### src/rtl/link_pkg.sv
`default_nettype none

// ********************
// Shared definitions for the loopback link
// ********************

package link_pkg;

  // Width of one converter sample, and also the width of a lane word
  localparam int sample_w = 16;

  // Default link geometry, picked up by the top level and by the testbench
  localparam int num_channels_dflt    = 4;
  localparam int frames_per_mf_dflt   = 4;
  localparam int buf_depth_dflt       = 8;
  localparam int cgs_multiframes_dflt = 2;

  // Control marking carried next to every lane word
  // A K character replaces the 8b/10b control symbols of a real link
  typedef enum logic [1:0] {
    DATA_WORD    = 2'd0,
    K_CGS        = 2'd1,
    K_ILAS_START = 2'd2,
    K_ILAS_END   = 2'd3
  } lane_char_t;

  // Transmit side bring-up sequence
  typedef enum logic [1:0] {
    TX_IDLE = 2'd0,
    TX_CGS  = 2'd1,
    TX_ILAS = 2'd2,
    TX_DATA = 2'd3
  } tx_state_t;

  // Receive side lock sequence
  typedef enum logic [1:0] {
    RX_WAIT_CGS  = 2'd0,
    RX_WAIT_ILAS = 2'd1,
    RX_ILAS      = 2'd2,
    RX_DATA      = 2'd3
  } rx_state_t;

endpackage

`default_nettype wire

### src/rtl/lane_buffer.sv
`timescale 1ns/1ps
`default_nettype none

module lane_buffer import link_pkg::*; #(
  parameter int BUF_DEPTH = 8
) (
  input  wire                 device_clk,
  input  wire                 rst,
  input  wire                 lane_push,
  input  wire  [sample_w-1:0] lane_data,
  input  lane_char_t          lane_char,
  output logic                head_valid,
  output logic [sample_w-1:0] head_data,
  output lane_char_t          head_char,
  input  wire                 pop,
  output logic                credit_return
);

  localparam int PTR_W = (BUF_DEPTH > 1) ? $clog2(BUF_DEPTH) : 1;
  localparam int CNT_W = $clog2(BUF_DEPTH + 1);

  // Storage for the lane words and their control marking
  logic [sample_w-1:0] mem_data [BUF_DEPTH];
  lane_char_t          mem_char [BUF_DEPTH];

  logic [PTR_W-1:0] wr_ptr;
  logic [PTR_W-1:0] rd_ptr;
  logic [CNT_W-1:0] occupancy;
  logic             do_pop;

  // A pop against an empty buffer is ignored and returns nothing
  assign do_pop = pop && head_valid;

  // ********************
  // Head of the queue
  // ********************

  // The oldest word is shown without a register stage
  assign head_valid = (occupancy != '0);
  assign head_data  = mem_data[rd_ptr];
  assign head_char  = mem_char[rd_ptr];

  always_ff @(posedge device_clk) begin
    if (rst) begin
      wr_ptr        <= '0;
      rd_ptr        <= '0;
      occupancy     <= '0;
      credit_return <= 1'b0;
    end else begin
      // The depth need not be a power of two, so pointers wrap explicitly
      if (lane_push) begin
        wr_ptr <= (wr_ptr == PTR_W'(BUF_DEPTH - 1)) ? '0 : wr_ptr + 1'b1;
      end
      if (do_pop) begin
        rd_ptr <= (rd_ptr == PTR_W'(BUF_DEPTH - 1)) ? '0 : rd_ptr + 1'b1;
      end
      occupancy     <= occupancy + CNT_W'(lane_push) - CNT_W'(do_pop);
      // One credit goes back to the framer for each word that leaves
      credit_return <= do_pop;
    end
  end

  // The framer never pushes without a credit, so a push always has room
  always_ff @(posedge device_clk) begin
    if (lane_push) begin
      mem_data[wr_ptr] <= lane_data;
      mem_char[wr_ptr] <= lane_char;
    end
  end

endmodule

`default_nettype wire

### src/rtl/link_loopback.sv
`timescale 1ns/1ps
`default_nettype none

module link_loopback import link_pkg::*; #(
  parameter int NUM_CHANNELS    = num_channels_dflt,
  parameter int FRAMES_PER_MF   = frames_per_mf_dflt,
  parameter int BUF_DEPTH       = buf_depth_dflt,
  parameter int CGS_MULTIFRAMES = cgs_multiframes_dflt
) (
  input  wire                              device_clk,
  input  wire                              rst,
  input  wire                              sysref,
  input  wire                              link_enable,
  input  wire                              tx_valid,
  input  wire  [NUM_CHANNELS*sample_w-1:0] tx_data,
  output logic                             tx_ready,
  output logic                             rx_valid,
  output logic [NUM_CHANNELS*sample_w-1:0] rx_data,
  input  wire                              rx_ready,
  output logic                             link_up
);

  // ********************
  // Lane between the ends
  // ********************

  logic                lmfc_edge;
  logic                lane_push;
  logic [sample_w-1:0] lane_data;
  lane_char_t          lane_char;
  logic                credit_return;
  logic                head_valid;
  logic [sample_w-1:0] head_data;
  lane_char_t          head_char;
  logic                pop;

  // Multiframe clock that paces the start of alignment
  sysref_lmfc #(
    .NUM_CHANNELS  (NUM_CHANNELS),
    .FRAMES_PER_MF (FRAMES_PER_MF)
  ) i_sysref_lmfc (
    .device_clk (device_clk),
    .rst        (rst),
    .sysref     (sysref),
    .lmfc_edge  (lmfc_edge)
  );

  tx_framer #(
    .NUM_CHANNELS    (NUM_CHANNELS),
    .FRAMES_PER_MF   (FRAMES_PER_MF),
    .BUF_DEPTH       (BUF_DEPTH),
    .CGS_MULTIFRAMES (CGS_MULTIFRAMES)
  ) i_tx_framer (
    .device_clk    (device_clk),
    .rst           (rst),
    .link_enable   (link_enable),
    .lmfc_edge     (lmfc_edge),
    .tx_valid      (tx_valid),
    .tx_data       (tx_data),
    .tx_ready      (tx_ready),
    .lane_push     (lane_push),
    .lane_data     (lane_data),
    .lane_char     (lane_char),
    .credit_return (credit_return)
  );

  // The buffer depth is also the framer's starting credit
  lane_buffer #(
    .BUF_DEPTH (BUF_DEPTH)
  ) i_lane_buffer (
    .device_clk    (device_clk),
    .rst           (rst),
    .lane_push     (lane_push),
    .lane_data     (lane_data),
    .lane_char     (lane_char),
    .head_valid    (head_valid),
    .head_data     (head_data),
    .head_char     (head_char),
    .pop           (pop),
    .credit_return (credit_return)
  );

  rx_deframer #(
    .NUM_CHANNELS  (NUM_CHANNELS),
    .FRAMES_PER_MF (FRAMES_PER_MF)
  ) i_rx_deframer (
    .device_clk (device_clk),
    .rst        (rst),
    .head_valid (head_valid),
    .head_data  (head_data),
    .head_char  (head_char),
    .pop        (pop),
    .rx_valid   (rx_valid),
    .rx_data    (rx_data),
    .rx_ready   (rx_ready),
    .link_up    (link_up)
  );

endmodule

`default_nettype wire

### src/rtl/rx_deframer.sv
`timescale 1ns/1ps
`default_nettype none

module rx_deframer import link_pkg::*; #(
  parameter int NUM_CHANNELS  = 4,
  parameter int FRAMES_PER_MF = 4
) (
  input  wire                              device_clk,
  input  wire                              rst,
  input  wire                              head_valid,
  input  wire  [sample_w-1:0]              head_data,
  input  lane_char_t                       head_char,
  output logic                             pop,
  output logic                             rx_valid,
  output logic [NUM_CHANNELS*sample_w-1:0] rx_data,
  input  wire                              rx_ready,
  output logic                             link_up
);

  localparam int MF_WORDS = NUM_CHANNELS * FRAMES_PER_MF;
  localparam int MF_W     = (MF_WORDS > 1) ? $clog2(MF_WORDS) : 1;
  localparam int CH_W     = (NUM_CHANNELS > 1) ? $clog2(NUM_CHANNELS) : 1;

  rx_state_t                        state;
  logic [CH_W-1:0]                  ch_idx;
  logic [MF_W-1:0]                  ilas_cnt;
  logic [MF_W-1:0]                  idle_cnt;
  logic [NUM_CHANNELS*sample_w-1:0] asm_buf;
  logic [NUM_CHANNELS*sample_w-1:0] frame_next;
  logic                             frame_last;
  logic                             idle_timeout;

  // Words are taken whenever the output register can still accept a frame
  // A held rx_valid stops the lane, the buffer fills and the framer stalls
  assign pop = head_valid && (!rx_valid || rx_ready);

  assign frame_last = (ch_idx == CH_W'(NUM_CHANNELS - 1));

  // The transmitter sends nothing once disabled, so a full multiframe of
  // empty lane while linked counts as loss of link
  assign idle_timeout = (state == RX_DATA) && !head_valid &&
                        (idle_cnt == MF_W'(MF_WORDS - 1));

  // The frame as it stands once the head word is placed in its slot
  always_comb begin
    frame_next = asm_buf;
    frame_next[ch_idx*sample_w +: sample_w] = head_data;
  end

  // ********************
  // Lock state machine
  // ********************

  always_ff @(posedge device_clk) begin
    if (rst) begin
      state    <= RX_WAIT_CGS;
      link_up  <= 1'b0;
      rx_valid <= 1'b0;
      ch_idx   <= '0;
      ilas_cnt <= '0;
      idle_cnt <= '0;
    end else begin
      if (rx_valid && rx_ready) rx_valid <= 1'b0;
      if ((state == RX_DATA) && !head_valid) begin
        idle_cnt <= idle_cnt + 1'b1;
      end else begin
        idle_cnt <= '0;
      end
      if (pop) begin
        case (state)
          RX_WAIT_CGS: begin
            if (head_char == K_CGS) state <= RX_WAIT_ILAS;
          end
          RX_WAIT_ILAS: begin
            // Filler is skipped, anything but the alignment start loses sync
            if (head_char == K_ILAS_START) begin
              state    <= RX_ILAS;
              ilas_cnt <= '0;
            end else if (head_char != K_CGS) begin
              state <= RX_WAIT_CGS;
            end
          end
          RX_ILAS: begin
            // Exactly one multiframe less its two markers must pass
            if ((head_char == DATA_WORD) && (ilas_cnt != MF_W'(MF_WORDS - 2))) begin
              ilas_cnt <= ilas_cnt + 1'b1;
            end else if ((head_char == K_ILAS_END) &&
                         (ilas_cnt == MF_W'(MF_WORDS - 2))) begin
              state   <= RX_DATA;
              link_up <= 1'b1;
              ch_idx  <= '0;
            end else begin
              state <= RX_WAIT_CGS;
            end
          end
          RX_DATA: begin
            if (head_char == DATA_WORD) begin
              ch_idx <= frame_last ? '0 : ch_idx + 1'b1;
              if (frame_last) rx_valid <= 1'b1;
            end else if (head_char == K_CGS) begin
              // The far end is resyncing, drop the partial frame and follow it
              state   <= RX_WAIT_ILAS;
              link_up <= 1'b0;
              ch_idx  <= '0;
            end else begin
              state   <= RX_WAIT_CGS;
              link_up <= 1'b0;
              ch_idx  <= '0;
            end
          end
          default: state <= RX_WAIT_CGS;
        endcase
      end else if (idle_timeout) begin
        state   <= RX_WAIT_CGS;
        link_up <= 1'b0;
        ch_idx  <= '0;
      end
    end
  end

  // Samples collect in the assembly buffer, channel 0 in the low bits
  // rx_data only changes on a completed frame, which keeps it stable while held
  always_ff @(posedge device_clk) begin
    if (pop && (state == RX_DATA) && (head_char == DATA_WORD)) begin
      asm_buf <= frame_next;
      if (frame_last) rx_data <= frame_next;
    end
  end

endmodule

`default_nettype wire

### src/rtl/sysref_lmfc.sv
`timescale 1ns/1ps
`default_nettype none

module sysref_lmfc #(
  parameter int NUM_CHANNELS  = 4,
  parameter int FRAMES_PER_MF = 4
) (
  input  wire  device_clk,
  input  wire  rst,
  input  wire  sysref,
  output logic lmfc_edge
);

  // One multiframe is one lane word per sample of every frame in it
  localparam int MF_WORDS = NUM_CHANNELS * FRAMES_PER_MF;
  localparam int CNT_W    = (MF_WORDS > 1) ? $clog2(MF_WORDS) : 1;

  logic             sysref_d;
  logic             sysref_rise;
  logic [CNT_W-1:0] lmfc_cnt;
  logic             lmfc_wrap;

  // ********************
  // SYSREF edge detect
  // ********************

  // Only the rising edge re-phases the counter, so a level held high
  // (or an inverted pulse train) moves the phase once per edge
  assign sysref_rise = sysref & ~sysref_d;

  // Last count of the multiframe
  assign lmfc_wrap = (lmfc_cnt == CNT_W'(MF_WORDS - 1));

  always_ff @(posedge device_clk) begin
    if (rst) begin
      sysref_d  <= 1'b0;
      lmfc_cnt  <= '0;
      lmfc_edge <= 1'b0;
    end else begin
      sysref_d <= sysref;
      if (sysref_rise) begin
        // A new reference restarts the multiframe at once
        // The boundary pulse lands in the cycle that holds count zero
        lmfc_cnt  <= '0;
        lmfc_edge <= 1'b1;
      end else begin
        lmfc_cnt  <= lmfc_wrap ? '0 : lmfc_cnt + 1'b1;
        lmfc_edge <= lmfc_wrap;
      end
    end
  end

endmodule

`default_nettype wire

### src/rtl/tx_framer.sv
`timescale 1ns/1ps
`default_nettype none

module tx_framer import link_pkg::*; #(
  parameter int NUM_CHANNELS    = 4,
  parameter int FRAMES_PER_MF   = 4,
  parameter int BUF_DEPTH       = 8,
  parameter int CGS_MULTIFRAMES = 2
) (
  input  wire                                device_clk,
  input  wire                                rst,
  input  wire                                link_enable,
  input  wire                                lmfc_edge,
  input  wire                                tx_valid,
  input  wire  [NUM_CHANNELS*sample_w-1:0]   tx_data,
  output logic                               tx_ready,
  output logic                               lane_push,
  output logic [sample_w-1:0]                lane_data,
  output lane_char_t                         lane_char,
  input  wire                                credit_return
);

  localparam int MF_WORDS = NUM_CHANNELS * FRAMES_PER_MF;
  localparam int MF_W     = (MF_WORDS > 1) ? $clog2(MF_WORDS) : 1;
  localparam int CRED_W   = $clog2(BUF_DEPTH + 1);
  localparam int CGS_W    = $clog2(CGS_MULTIFRAMES + 1);

  tx_state_t                       state;
  tx_state_t                       state_nxt;
  logic [CRED_W-1:0]               credits;
  logic [CGS_W-1:0]                cgs_cnt;
  logic [MF_W-1:0]                 word_idx;
  logic                            busy;
  logic [NUM_CHANNELS*sample_w-1:0] frame_q;
  logic                            have_credit;
  logic                            cgs_done;
  logic                            ilas_last;
  logic                            frame_last;
  logic                            tx_accept;
  logic                            push_now;
  logic [sample_w-1:0]             push_data;
  lane_char_t                      push_char;

  assign have_credit = (credits != '0);
  assign cgs_done    = (cgs_cnt == CGS_W'(CGS_MULTIFRAMES));
  assign ilas_last   = (word_idx == MF_W'(MF_WORDS - 1));
  assign frame_last  = (word_idx == MF_W'(NUM_CHANNELS - 1));

  // A frame is only taken when every one of its samples already has a
  // credit, so a started frame never stalls half way on the lane
  assign tx_ready  = (state == TX_DATA) && link_enable && !busy &&
                     (credits >= CRED_W'(NUM_CHANNELS));
  assign tx_accept = tx_valid && tx_ready;

  // ********************
  // Word selection
  // ********************

  always_comb begin
    state_nxt = state;
    push_now  = 1'b0;
    push_data = '0;
    push_char = K_CGS;
    case (state)
      TX_IDLE: begin
        if (link_enable) state_nxt = TX_CGS;
      end
      TX_CGS: begin
        // Sync filler goes out whenever the buffer has room for it
        push_now = have_credit;
        if (lmfc_edge && cgs_done) state_nxt = TX_ILAS;
      end
      TX_ILAS: begin
        // Alignment payload words carry their own position in the multiframe
        push_now  = have_credit;
        push_data = sample_w'(word_idx);
        if (word_idx == '0) begin
          push_char = K_ILAS_START;
        end else if (ilas_last) begin
          push_char = K_ILAS_END;
        end else begin
          push_char = DATA_WORD;
        end
        if (have_credit && ilas_last) state_nxt = TX_DATA;
      end
      TX_DATA: begin
        push_char = DATA_WORD;
        if (tx_accept) begin
          // Channel 0 leaves straight from the input in the accept cycle
          push_now  = 1'b1;
          push_data = tx_data[0 +: sample_w];
        end else if (busy && have_credit) begin
          push_now  = 1'b1;
          push_data = frame_q[word_idx*sample_w +: sample_w];
        end
      end
      default: state_nxt = TX_IDLE;
    endcase
    // Losing the enable abandons whatever is under way
    if (!link_enable) begin
      state_nxt = TX_IDLE;
      push_now  = 1'b0;
    end
  end

  // ********************
  // Control registers
  // ********************

  always_ff @(posedge device_clk) begin
    if (rst) begin
      state     <= TX_IDLE;
      credits   <= CRED_W'(BUF_DEPTH);
      cgs_cnt   <= '0;
      word_idx  <= '0;
      busy      <= 1'b0;
      lane_push <= 1'b0;
    end else begin
      state     <= state_nxt;
      lane_push <= push_now;
      // Credits are spent at the decision and come back one per popped word
      credits   <= credits - CRED_W'(push_now) + CRED_W'(credit_return);
      if (!link_enable) begin
        cgs_cnt  <= '0;
        word_idx <= '0;
        busy     <= 1'b0;
      end else begin
        case (state)
          TX_CGS: begin
            if (lmfc_edge && !cgs_done) cgs_cnt <= cgs_cnt + 1'b1;
          end
          TX_ILAS: begin
            if (have_credit) word_idx <= ilas_last ? '0 : word_idx + 1'b1;
          end
          TX_DATA: begin
            if (tx_accept) begin
              word_idx <= MF_W'(1);
              busy     <= (NUM_CHANNELS > 1);
            end else if (busy && have_credit) begin
              word_idx <= frame_last ? '0 : word_idx + 1'b1;
              busy     <= !frame_last;
            end
          end
          default: begin
            cgs_cnt  <= '0;
            word_idx <= '0;
          end
        endcase
      end
    end
  end

  // Lane payload and the held frame only move with a push or an accept
  always_ff @(posedge device_clk) begin
    if (push_now) begin
      lane_data <= push_data;
      lane_char <= push_char;
    end
    if (tx_accept) frame_q <= tx_data;
  end

endmodule

`default_nettype wire

### config.mk
export PLATFORM = sky130hd
export DESIGN_NAME = link_loopback
export DESIGN_NICKNAME = d
export VERILOG_FILES = /design/src/rtl/link_pkg.sv /design/src/rtl/lane_buffer.sv /design/src/rtl/link_loopback.sv /design/src/rtl/rx_deframer.sv /design/src/rtl/sysref_lmfc.sv /design/src/rtl/tx_framer.sv
export SDC_FILE = /design/constraint.sdc
export NUM_CORES = 1
export LEC_CHECK = 0
export ABC_AREA = 1
export ABC_CLOCK_PERIOD_IN_PS = 12100
export BUFFER_PORTS_ARGS = -buffer_cell sky130_fd_sc_hd__buf_2
export CAP_MARGIN = 20
export CORE_MARGIN = 5
export CORE_UTILIZATION = 64
export CTS_CLUSTER_SIZE = 40
export DETAILED_ROUTE_END_ITERATION = 8
export PLACE_DENSITY = 0.84
export SLEW_MARGIN = 20
export SYNTH_ARGS = -nofsm -noshare
export SYNTH_HDL_FRONTEND = slang
export SYNTH_SLANG_ARGS = --single-unit
### constraint.sdc
create_clock -name device_clk -period 12.1 [get_ports device_clk]
set_input_delay 1.21 -clock device_clk [delete_from_list [all_inputs] [get_ports device_clk]]
set_output_delay 1.21 -clock device_clk [all_outputs]
set_load 0.02 [all_outputs]
==> metrics.cfg, run 1 <==
[hold_path]
hold_class = reg2reg
worstHoldStart = i_rx_deframer.idle_cnt[0]

[power]
clkPwrFrac_pct = 32.0
irDropWorstVdd_uv = 170.6
pwr-share-comb_pct = 23.7
p_sw_mw = 1.126
p_leak_nw = 6.869
powerDensity_nw_per_um2 = 198.8
power.share.sequential_pct = 44.3
p_int_mw = 2.548
switching_share_pct = 30.65

[synthesis]
synth_largest_area_cell = edfxtp_1
synth_most_common_cell = edfxtp_1
async_flop_share_pct = 0
yosys-top-cells-area = edfxtp_1 65%, dfxtp_1 5.9%, nor2_1 4.3%
ys_seq_area_share_pct = 71.21
syn_area_per_cell_um2 = 12.35
synth_top_family_by_area = compound AO/OA/AOI/OAI gates
synth_edf_count = 354
synth-seq-cells = 402
syn_nets = 1428
synth_cell_type_count = 39
synth_mux_area_share_pct = 0.9839
synthAdderAreaFrac_pct = 3.167
yosys_warnings = 0
synth_xor_area_share_pct = 0.3766
synthFlopType = edfxtp_1
synth_cells = 1318
syn_area_um2 = 16280
synth_compound_area_share_pct = 9.600
synth-simple-area-share_pct = 9.523
yosys-top-cells-count = 354 x edfxtp_1, 185 x nor2_1, 137 x inv_1
synth_top_area_share_pct = 65.30

[routing]
via_per_inst = 5.735
ant_nets = 0
wire_per_inst_um = 17.33
wl_mm = 31.33
drc = 0
dr.pass1.iters = 5
vias = 10370
drt_iter0_drc = 988

[run]
drv_cap = 0

[final_layout]
fin_area_um2 = 18480
antenna_cells = 0
drive_gt1_share_pct = 16.64
fillCellCount = 1597
nets = 1559
syn_to_final_growth_pct = 13.53

[setup_path]
worst_setup_path_start_kind = register
critPathRequiredTime_ns = 12.31
crit_type = reg2reg
arrival_ns = 3.84
crit_fanout = 74
end_kind = register

[global_routing]
antenna_found_initial = 0
track_usage_pct = 21.73
grt_pass1_vias = 10090
grt_max_degree = 81
grt_overflow_total = 0
grt_pass1_wl_mm = 50.64

[cts]
clock_sinks = 402
cts_buffers = 39
post_cts_resized = 0
cts_hold_buf = 0
tritoncts = built
root_buffer = clkbuf_16
insertion_delay_ns = 0.53
cts_post_setup_buffers_inserted = 0
path_clk_slew_ns = 0.06
htree_num_levels = 2
clk_path_buf_depth = 3

[sta]
period_share_pct = 29.99
worst_slack_ns = 8.472
post-route-min-period_ns = 3.628
setup_violations = 0
fmax_mhz = 275.6
skew_ns = 0.02194
fin_hold_ws_ns = 0.4481
slew-limit-headroom_pct = 20.09
rsz0062_at_grt = no
tightestPinTransition_ns = 1.197
setup-tns-final_ns = 0
hold_viol = 0
drv_slew = 0

[die]
core-area_um2 = 25110
rows = 58
ios = 137
fp.dieH_um = 169.5
start_util_pct = 64.83
die_x_um = 169.5
dieArea_um2 = 28720

[placement]
port_buffers = 136
place_area_um2 = 17220
hpwlAfterDp_mm = 20.39
dp_slack_ns = 8.360
routabilityCongestion = 0.8445

[status]
outcome = finished clean

## critical path, cell delays in order (launching register included)
cell	delay (ns)
dfxtp_2	0.32
buf_4	0.56
clkinv_2	0.91
o21ai_0	0.48
o21ai_0	0.17
mux2i_1	0.36
nor2_1	0.14
nand4_1	0.13
o21ai_0	0.17
## flip-flops by register name, indices dropped and copies added (netlist names), 2 cells and up, named ones only
register	count
i_lane_buffer.mem_data	128
i_rx_deframer.state	2
i_lane_buffer.occupancy	4
i_rx_deframer.ch_idx	2
i_tx_framer.lane_data	16
i_sysref_lmfc.lmfc_cnt	4
i_tx_framer.state	2
i_lane_buffer.mem_char	16
i_tx_framer.cgs_cnt	2
i_tx_framer.credits	4
i_lane_buffer.wr_ptr	3
i_rx_deframer.rx_data	64
i_tx_framer.lane_char	2
i_tx_framer.frame_q	64
i_lane_buffer.rd_ptr	3
i_tx_framer.word_idx	4
i_rx_deframer.ilas_cnt	4
i_rx_deframer.idle_cnt	4
i_rx_deframer.asm_buf	64
## power by group through the flow
stage	sequential (mW)	combinational, mW	clock, mW
after floorplan	1.65	0.663	0
after global placement	1.65	0.805	0
after detailed placement	1.66	0.850	0
after CTS	1.63	0.862	1.19
after global routing	1.63	0.970	1.25
final	1.63	0.872	1.18
## layout by cell type, fill, tap and decap left out, types with 9 or more instances in the layout
cell,synthesis,final
buf_4,6,12
nand2_1,109,109
mux2i_1,16,16
o21ai_1,27,27
dfxtp_1,48,47
nand2_2,9,9
nor2_1,185,176
buf_2,14,136
ha_1,38,38
nand4_1,22,22
edfxtp_1,354,354
o22ai_1,84,84
a21oi_1,34,34
nand3_1,26,26
clkbuf_16,0,39
inv_1,137,136
o21ai_0,123,123
## metal layers
metal	GRT usage, %	vias up	part of all wire [%]
met5	0	-	0
met2	37.31	522	50
met3	3.774	51	8.8
met4	5.250	0	1.6
li1	-	4929	-
met1	29.43	4867	40
## area by class of cell
cell class | instances | area, µm² | share of cell area [%]
sequential | 402 | 11590 | 62.73
multi-input combinational | 713 | 3902 | 21.12
clock buffer | 50 | 1047 | 5.667
timing repair buffer | 149 | 782.0 | 4.232
inverter | 144 | 541.8 | 2.932
tap | 330 | 412.9 | 2.234
clock inverter | 20 | 201.4 | 1.090
## metrics by stage
| stage | instances | total power [mW] | utilization (%) |
|---|---|---|---|
| floorplan | 1318 | 2.315 | - |
| global placement | 1737 | 2.460 | 68.50 |
| detailed placement | 1738 | 2.506 | 68.58 |
| CTS | 1808 | 3.678 | 73.55 |
| global route | 1808 | 3.854 | 73.60 |
| finish | 1808 | 3.675 | 73.60 |
## path summary, 6_finish.rpt
| check | end | slack, ns | cells past startpoint |
|---|---|---|---|
| setup reg to reg | i_rx_deframer.asm_buf[47] | 8.47 | 8 |
| hold reg to reg | i_rx_deframer.idle_cnt[0] | 0.45 | 1 |
| setup / recovery | i_rx_deframer.asm_buf[47] | 8.47 | 8 |
| hold / removal | i_rx_deframer.idle_cnt[0] | 0.45 | 1 |
## cells by family after synthesis
kind of cell / Yosys count
adders and majority gates: 40
AOI/OAI and AO/OA: 282
muxes: 16
and+or+nand+nor: 368
xor gates and xnor gates: 7
buffers and inverters: 203
DFF: 402
(Power assumes the default switching activity.)
==> run 2, diff against run 1 <==
--- a/config.mk
+++ b/config.mk
@@ -6,14 +6,14 @@
 export NUM_CORES = 1
 export LEC_CHECK = 0
 export ABC_AREA = 1
-export ABC_CLOCK_PERIOD_IN_PS = 12100
+export ABC_CLOCK_PERIOD_IN_PS = 2900
 export BUFFER_PORTS_ARGS = -buffer_cell sky130_fd_sc_hd__buf_2
 export CAP_MARGIN = 20
 export CORE_MARGIN = 5
-export CORE_UTILIZATION = 64
+export CORE_UTILIZATION = 54
 export CTS_CLUSTER_SIZE = 40
 export DETAILED_ROUTE_END_ITERATION = 8
-export PLACE_DENSITY = 0.84
+export PLACE_DENSITY = 0.75
 export SLEW_MARGIN = 20
 export SYNTH_ARGS = -nofsm -noshare
 export SYNTH_HDL_FRONTEND = slang
==> constraint.sdc (replaced) <==
create_clock -name device_clk -period 2.9 [get_ports device_clk]
set_input_delay 0.29 -clock device_clk [delete_from_list [all_inputs] [get_ports device_clk]]
set_output_delay 0.29 -clock device_clk [all_outputs]
set_load 0.02 [all_outputs]
==> run 2 against run 1 <==
Against the previous run:
- register-to-register slack got worse by 8.2 ns
- first-iteration DRC count decreased by 19%
- global-route usage decreased by 1.6 points
- final cell count increased by 8.0%
- critical path type unchanged
- via count increased by 2.6%
- clock power increased to 4.3 times the previous value
- clock skew decreased by 0.00092 ns
- final area increased by 5.3%
- largest power group unchanged
- clock-buffer cell count increased by 1
- maximum frequency increased by 37%
==> metrics.cfg, run 2 (synthesized netlist as in run 1, its figures left out) <==
[status]
outcome = finished clean

[die]
die_x_um = 183.6  ; +8.3%
fp.dieH_um = 183.6  ; +8.3%
dieArea_um2 = 33720  ; +17%
core-area_um2 = 29720  ; +18%
start_util_pct = 54.78  ; -10 points
ios = 137  ; unchanged
rows = 63  ; +8.6%

[placement]
hpwlAfterDp_mm = 20.01  ; -1.9%
routabilityCongestion = 0.8534  ; +1.1%
port_buffers = 136  ; unchanged
dp_slack_ns = 0.2550  ; -8.105 ns
place_area_um2 = 17520  ; +1.8%
dp_cells = 1814  ; +4.4%

[power]
total_power_mw = 15.61  ; +320%
p_leak_nw = 7.269  ; +5.8%
powerDensity_nw_per_um2 = 801.9  ; +300%
irDropWorstVdd_uv = 605.8  ; +250%

[final_layout]
drive_gt1_share_pct = 16.63  ; about the same
top_register = i_lane_buffer.mem_data
layout_commonest_cell = edfxtp_1
fin_area_um2 = 19460  ; +5.3%
nets = 1641  ; +5.3%
syn_to_final_growth_pct = 19.55
largest_register_ffs = 128  ; unchanged
instances_no_fill = 1953  ; +8.0%
fin_util_pct = 65.49  ; -8.1 points
final_cell_mix = 354 x edfxtp_1, 184 x nor2_1, 136 x buf_2
antenna_cells = 0  ; unchanged

[global_routing]
grt_overflow_total = 0  ; unchanged
grt_pass1_vias = 10410  ; +3.1%
grt_pass1_wl_mm = 54.70  ; +8.0%
grt_max_degree = 69  ; -15%
antenna_found_initial = 0  ; unchanged
track_usage_pct = 20.11  ; -1.6 points

[sta]
hold_viol = 0  ; unchanged
worst_slack_ns = 0.2495  ; -8.222 ns
fmax_mhz = 377.3  ; +37%
slew-limit-headroom_pct = 48.98  ; +29 points
post-route-min-period_ns = 2.650  ; -0.9778 ns
setup_violations = 0  ; unchanged
tightestPinTransition_ns = 0.7630  ; -0.4343 ns
skew_ns = 0.02102  ; -0.0009195 ns
setup-tns-final_ns = 0  ; unchanged
fin_hold_ws_ns = 0.09634  ; -0.3518 ns
drv_slew = 0  ; unchanged
rsz0062_at_grt = no
period_share_pct = 91.40  ; +61 points

[cts]
clock_sinks = 402  ; unchanged
insertion_delay_ns = 0.54  ; about the same
root_buffer = clkbuf_16
cts_buffers = 40  ; +2.6%
clk_path_buf_depth = 3  ; unchanged
tritoncts = built
htree_num_levels = 2  ; unchanged
post_cts_resized = 0  ; unchanged
path_clk_slew_ns = 0.06  ; about the same

[setup_path]
reg2regPathDepth = 14  ; +6
cp-endpoint = i_tx_framer.credits[3]
reg2reg_to = i_tx_framer.credits[3]
cp_slowest_cell = dfxtp_2
r2r_slack_ns = 0.25  ; -8.22 ns
end_kind = register
startpoint = i_tx_framer.state[1]
crit_fanout = 6  ; -92%
cp_cell_sequence = ha_4 -> nand2_4 -> nor3_4 -> nand2_2 -> a21oi_2 -> a21oi_2 -> nor3_4 -> ha_4 -> inv_1 -> ha_1 -> a21oi_1 -> o21ba_2 -> xor2_1 -> or2_4
reg2reg_from = i_tx_framer.state[1]
critPathRequiredTime_ns = 3.32  ; -8.99 ns
worst_setup_path_start_kind = register
crit_type = reg2reg
arrival_ns = 3.07  ; -0.77 ns
cp_slowest_stage_delay_ns = 0.38  ; -0.53 ns

[routing]
wl_mm = 34.05  ; +8.7%
ant_nets = 0  ; unchanged
via_per_inst = 5.446  ; -5.0%
vias = 10640  ; +2.6%
drc = 0  ; unchanged
drt_iter0_drc = 805  ; -19%
wire_per_inst_um = 17.43  ; +0.61%
dr.pass1.iters = 6  ; +1

[hold_path]
hold_class = in2reg

[run]
drv_cap = 0  ; unchanged

[run 2: cell types whose count changed in the layout (fill, tap and decap cells not counted), sizes merged]
cell | previous run | this run
dlygate4sd3 | 0 | 65
buf | 149 | 165
clkbuf | 50 | 51
bufinv | 3 | 4
clkinv | 13 | 18
clkinvlp | 5 | 2
[run 2: timing repair]
action / in CTS / in global routing
buffers inserted: 0 / 0
hold endpoints to repair: 65 / 0
hold buffers: 65 / 0
[run 2: layout make-up]
class	instances	area (µm²)
flip-flops and latches	402	11600
fillers	2124	10260
multi-input cells	713	3935
repair buffers	230	1612
clock buffers	51	1074
inverters	144	540.5
well taps	390	488.0
clock inverters	23	215.2
[run 2: worst min-delay path by stage]
stage,startpoint,to,cells after the start
after floorplan,tx_data[0],i_tx_framer.frame_q[0],0
after global placement,i_sysref_lmfc.lmfc_cnt[0],i_sysref_lmfc.lmfc_cnt[0],1
after detailed placement,i_rx_deframer.idle_cnt[0],i_rx_deframer.idle_cnt[0],1
after CTS,rx_ready,i_rx_deframer.rx_valid,4
after global routing,rx_ready,i_rx_deframer.rx_valid,4
final,rx_ready,i_rx_deframer.rx_valid,4
[run 2: power by group]
| group | total (mW) | switching (mW) | internal (mW) | leakage [nW] |
|---|---|---|---|---|
| logic | 3.74 | 2.50 | 1.25 | 3.06 |
| registers | 6.81 | 0.120 | 6.69 | 3.58 |
| clock network | 5.05 | 2.07 | 2.98 | 0.624 |
| total | 15.6 | 4.69 | 10.9 | 7.27 |
[run 2: metal layers]
| layer | routed length (µm) | global-route usage [%] | vias up |
|---|---|---|---|
| li1 | - | - | 5101 |
| met1 | 13870 | 26.78 | 5031 |
| met2 | 16750 | 34.70 | 449 |
| met3 | 2766 | 3.680 | 55 |
| met4 | 658 | 4.768 | 0 |
| met5 | 0 | 0 | - |
[run 2: critical path: cells and delay by family (launching register included)]
| kind | cells | cell delay (ns) |
|---|---|---|
| AO/OA/AOI/OAI | 4 | 0.55 |
| AND/OR/NAND/NOR | 5 | 0.81 |
| buffers and inverters | 1 | 0.04 |
| flip-flops | 1 | 0.38 |
| adder cells (fa/ha/maj) | 3 | 0.63 |
| XOR/XNOR | 1 | 0.14 |
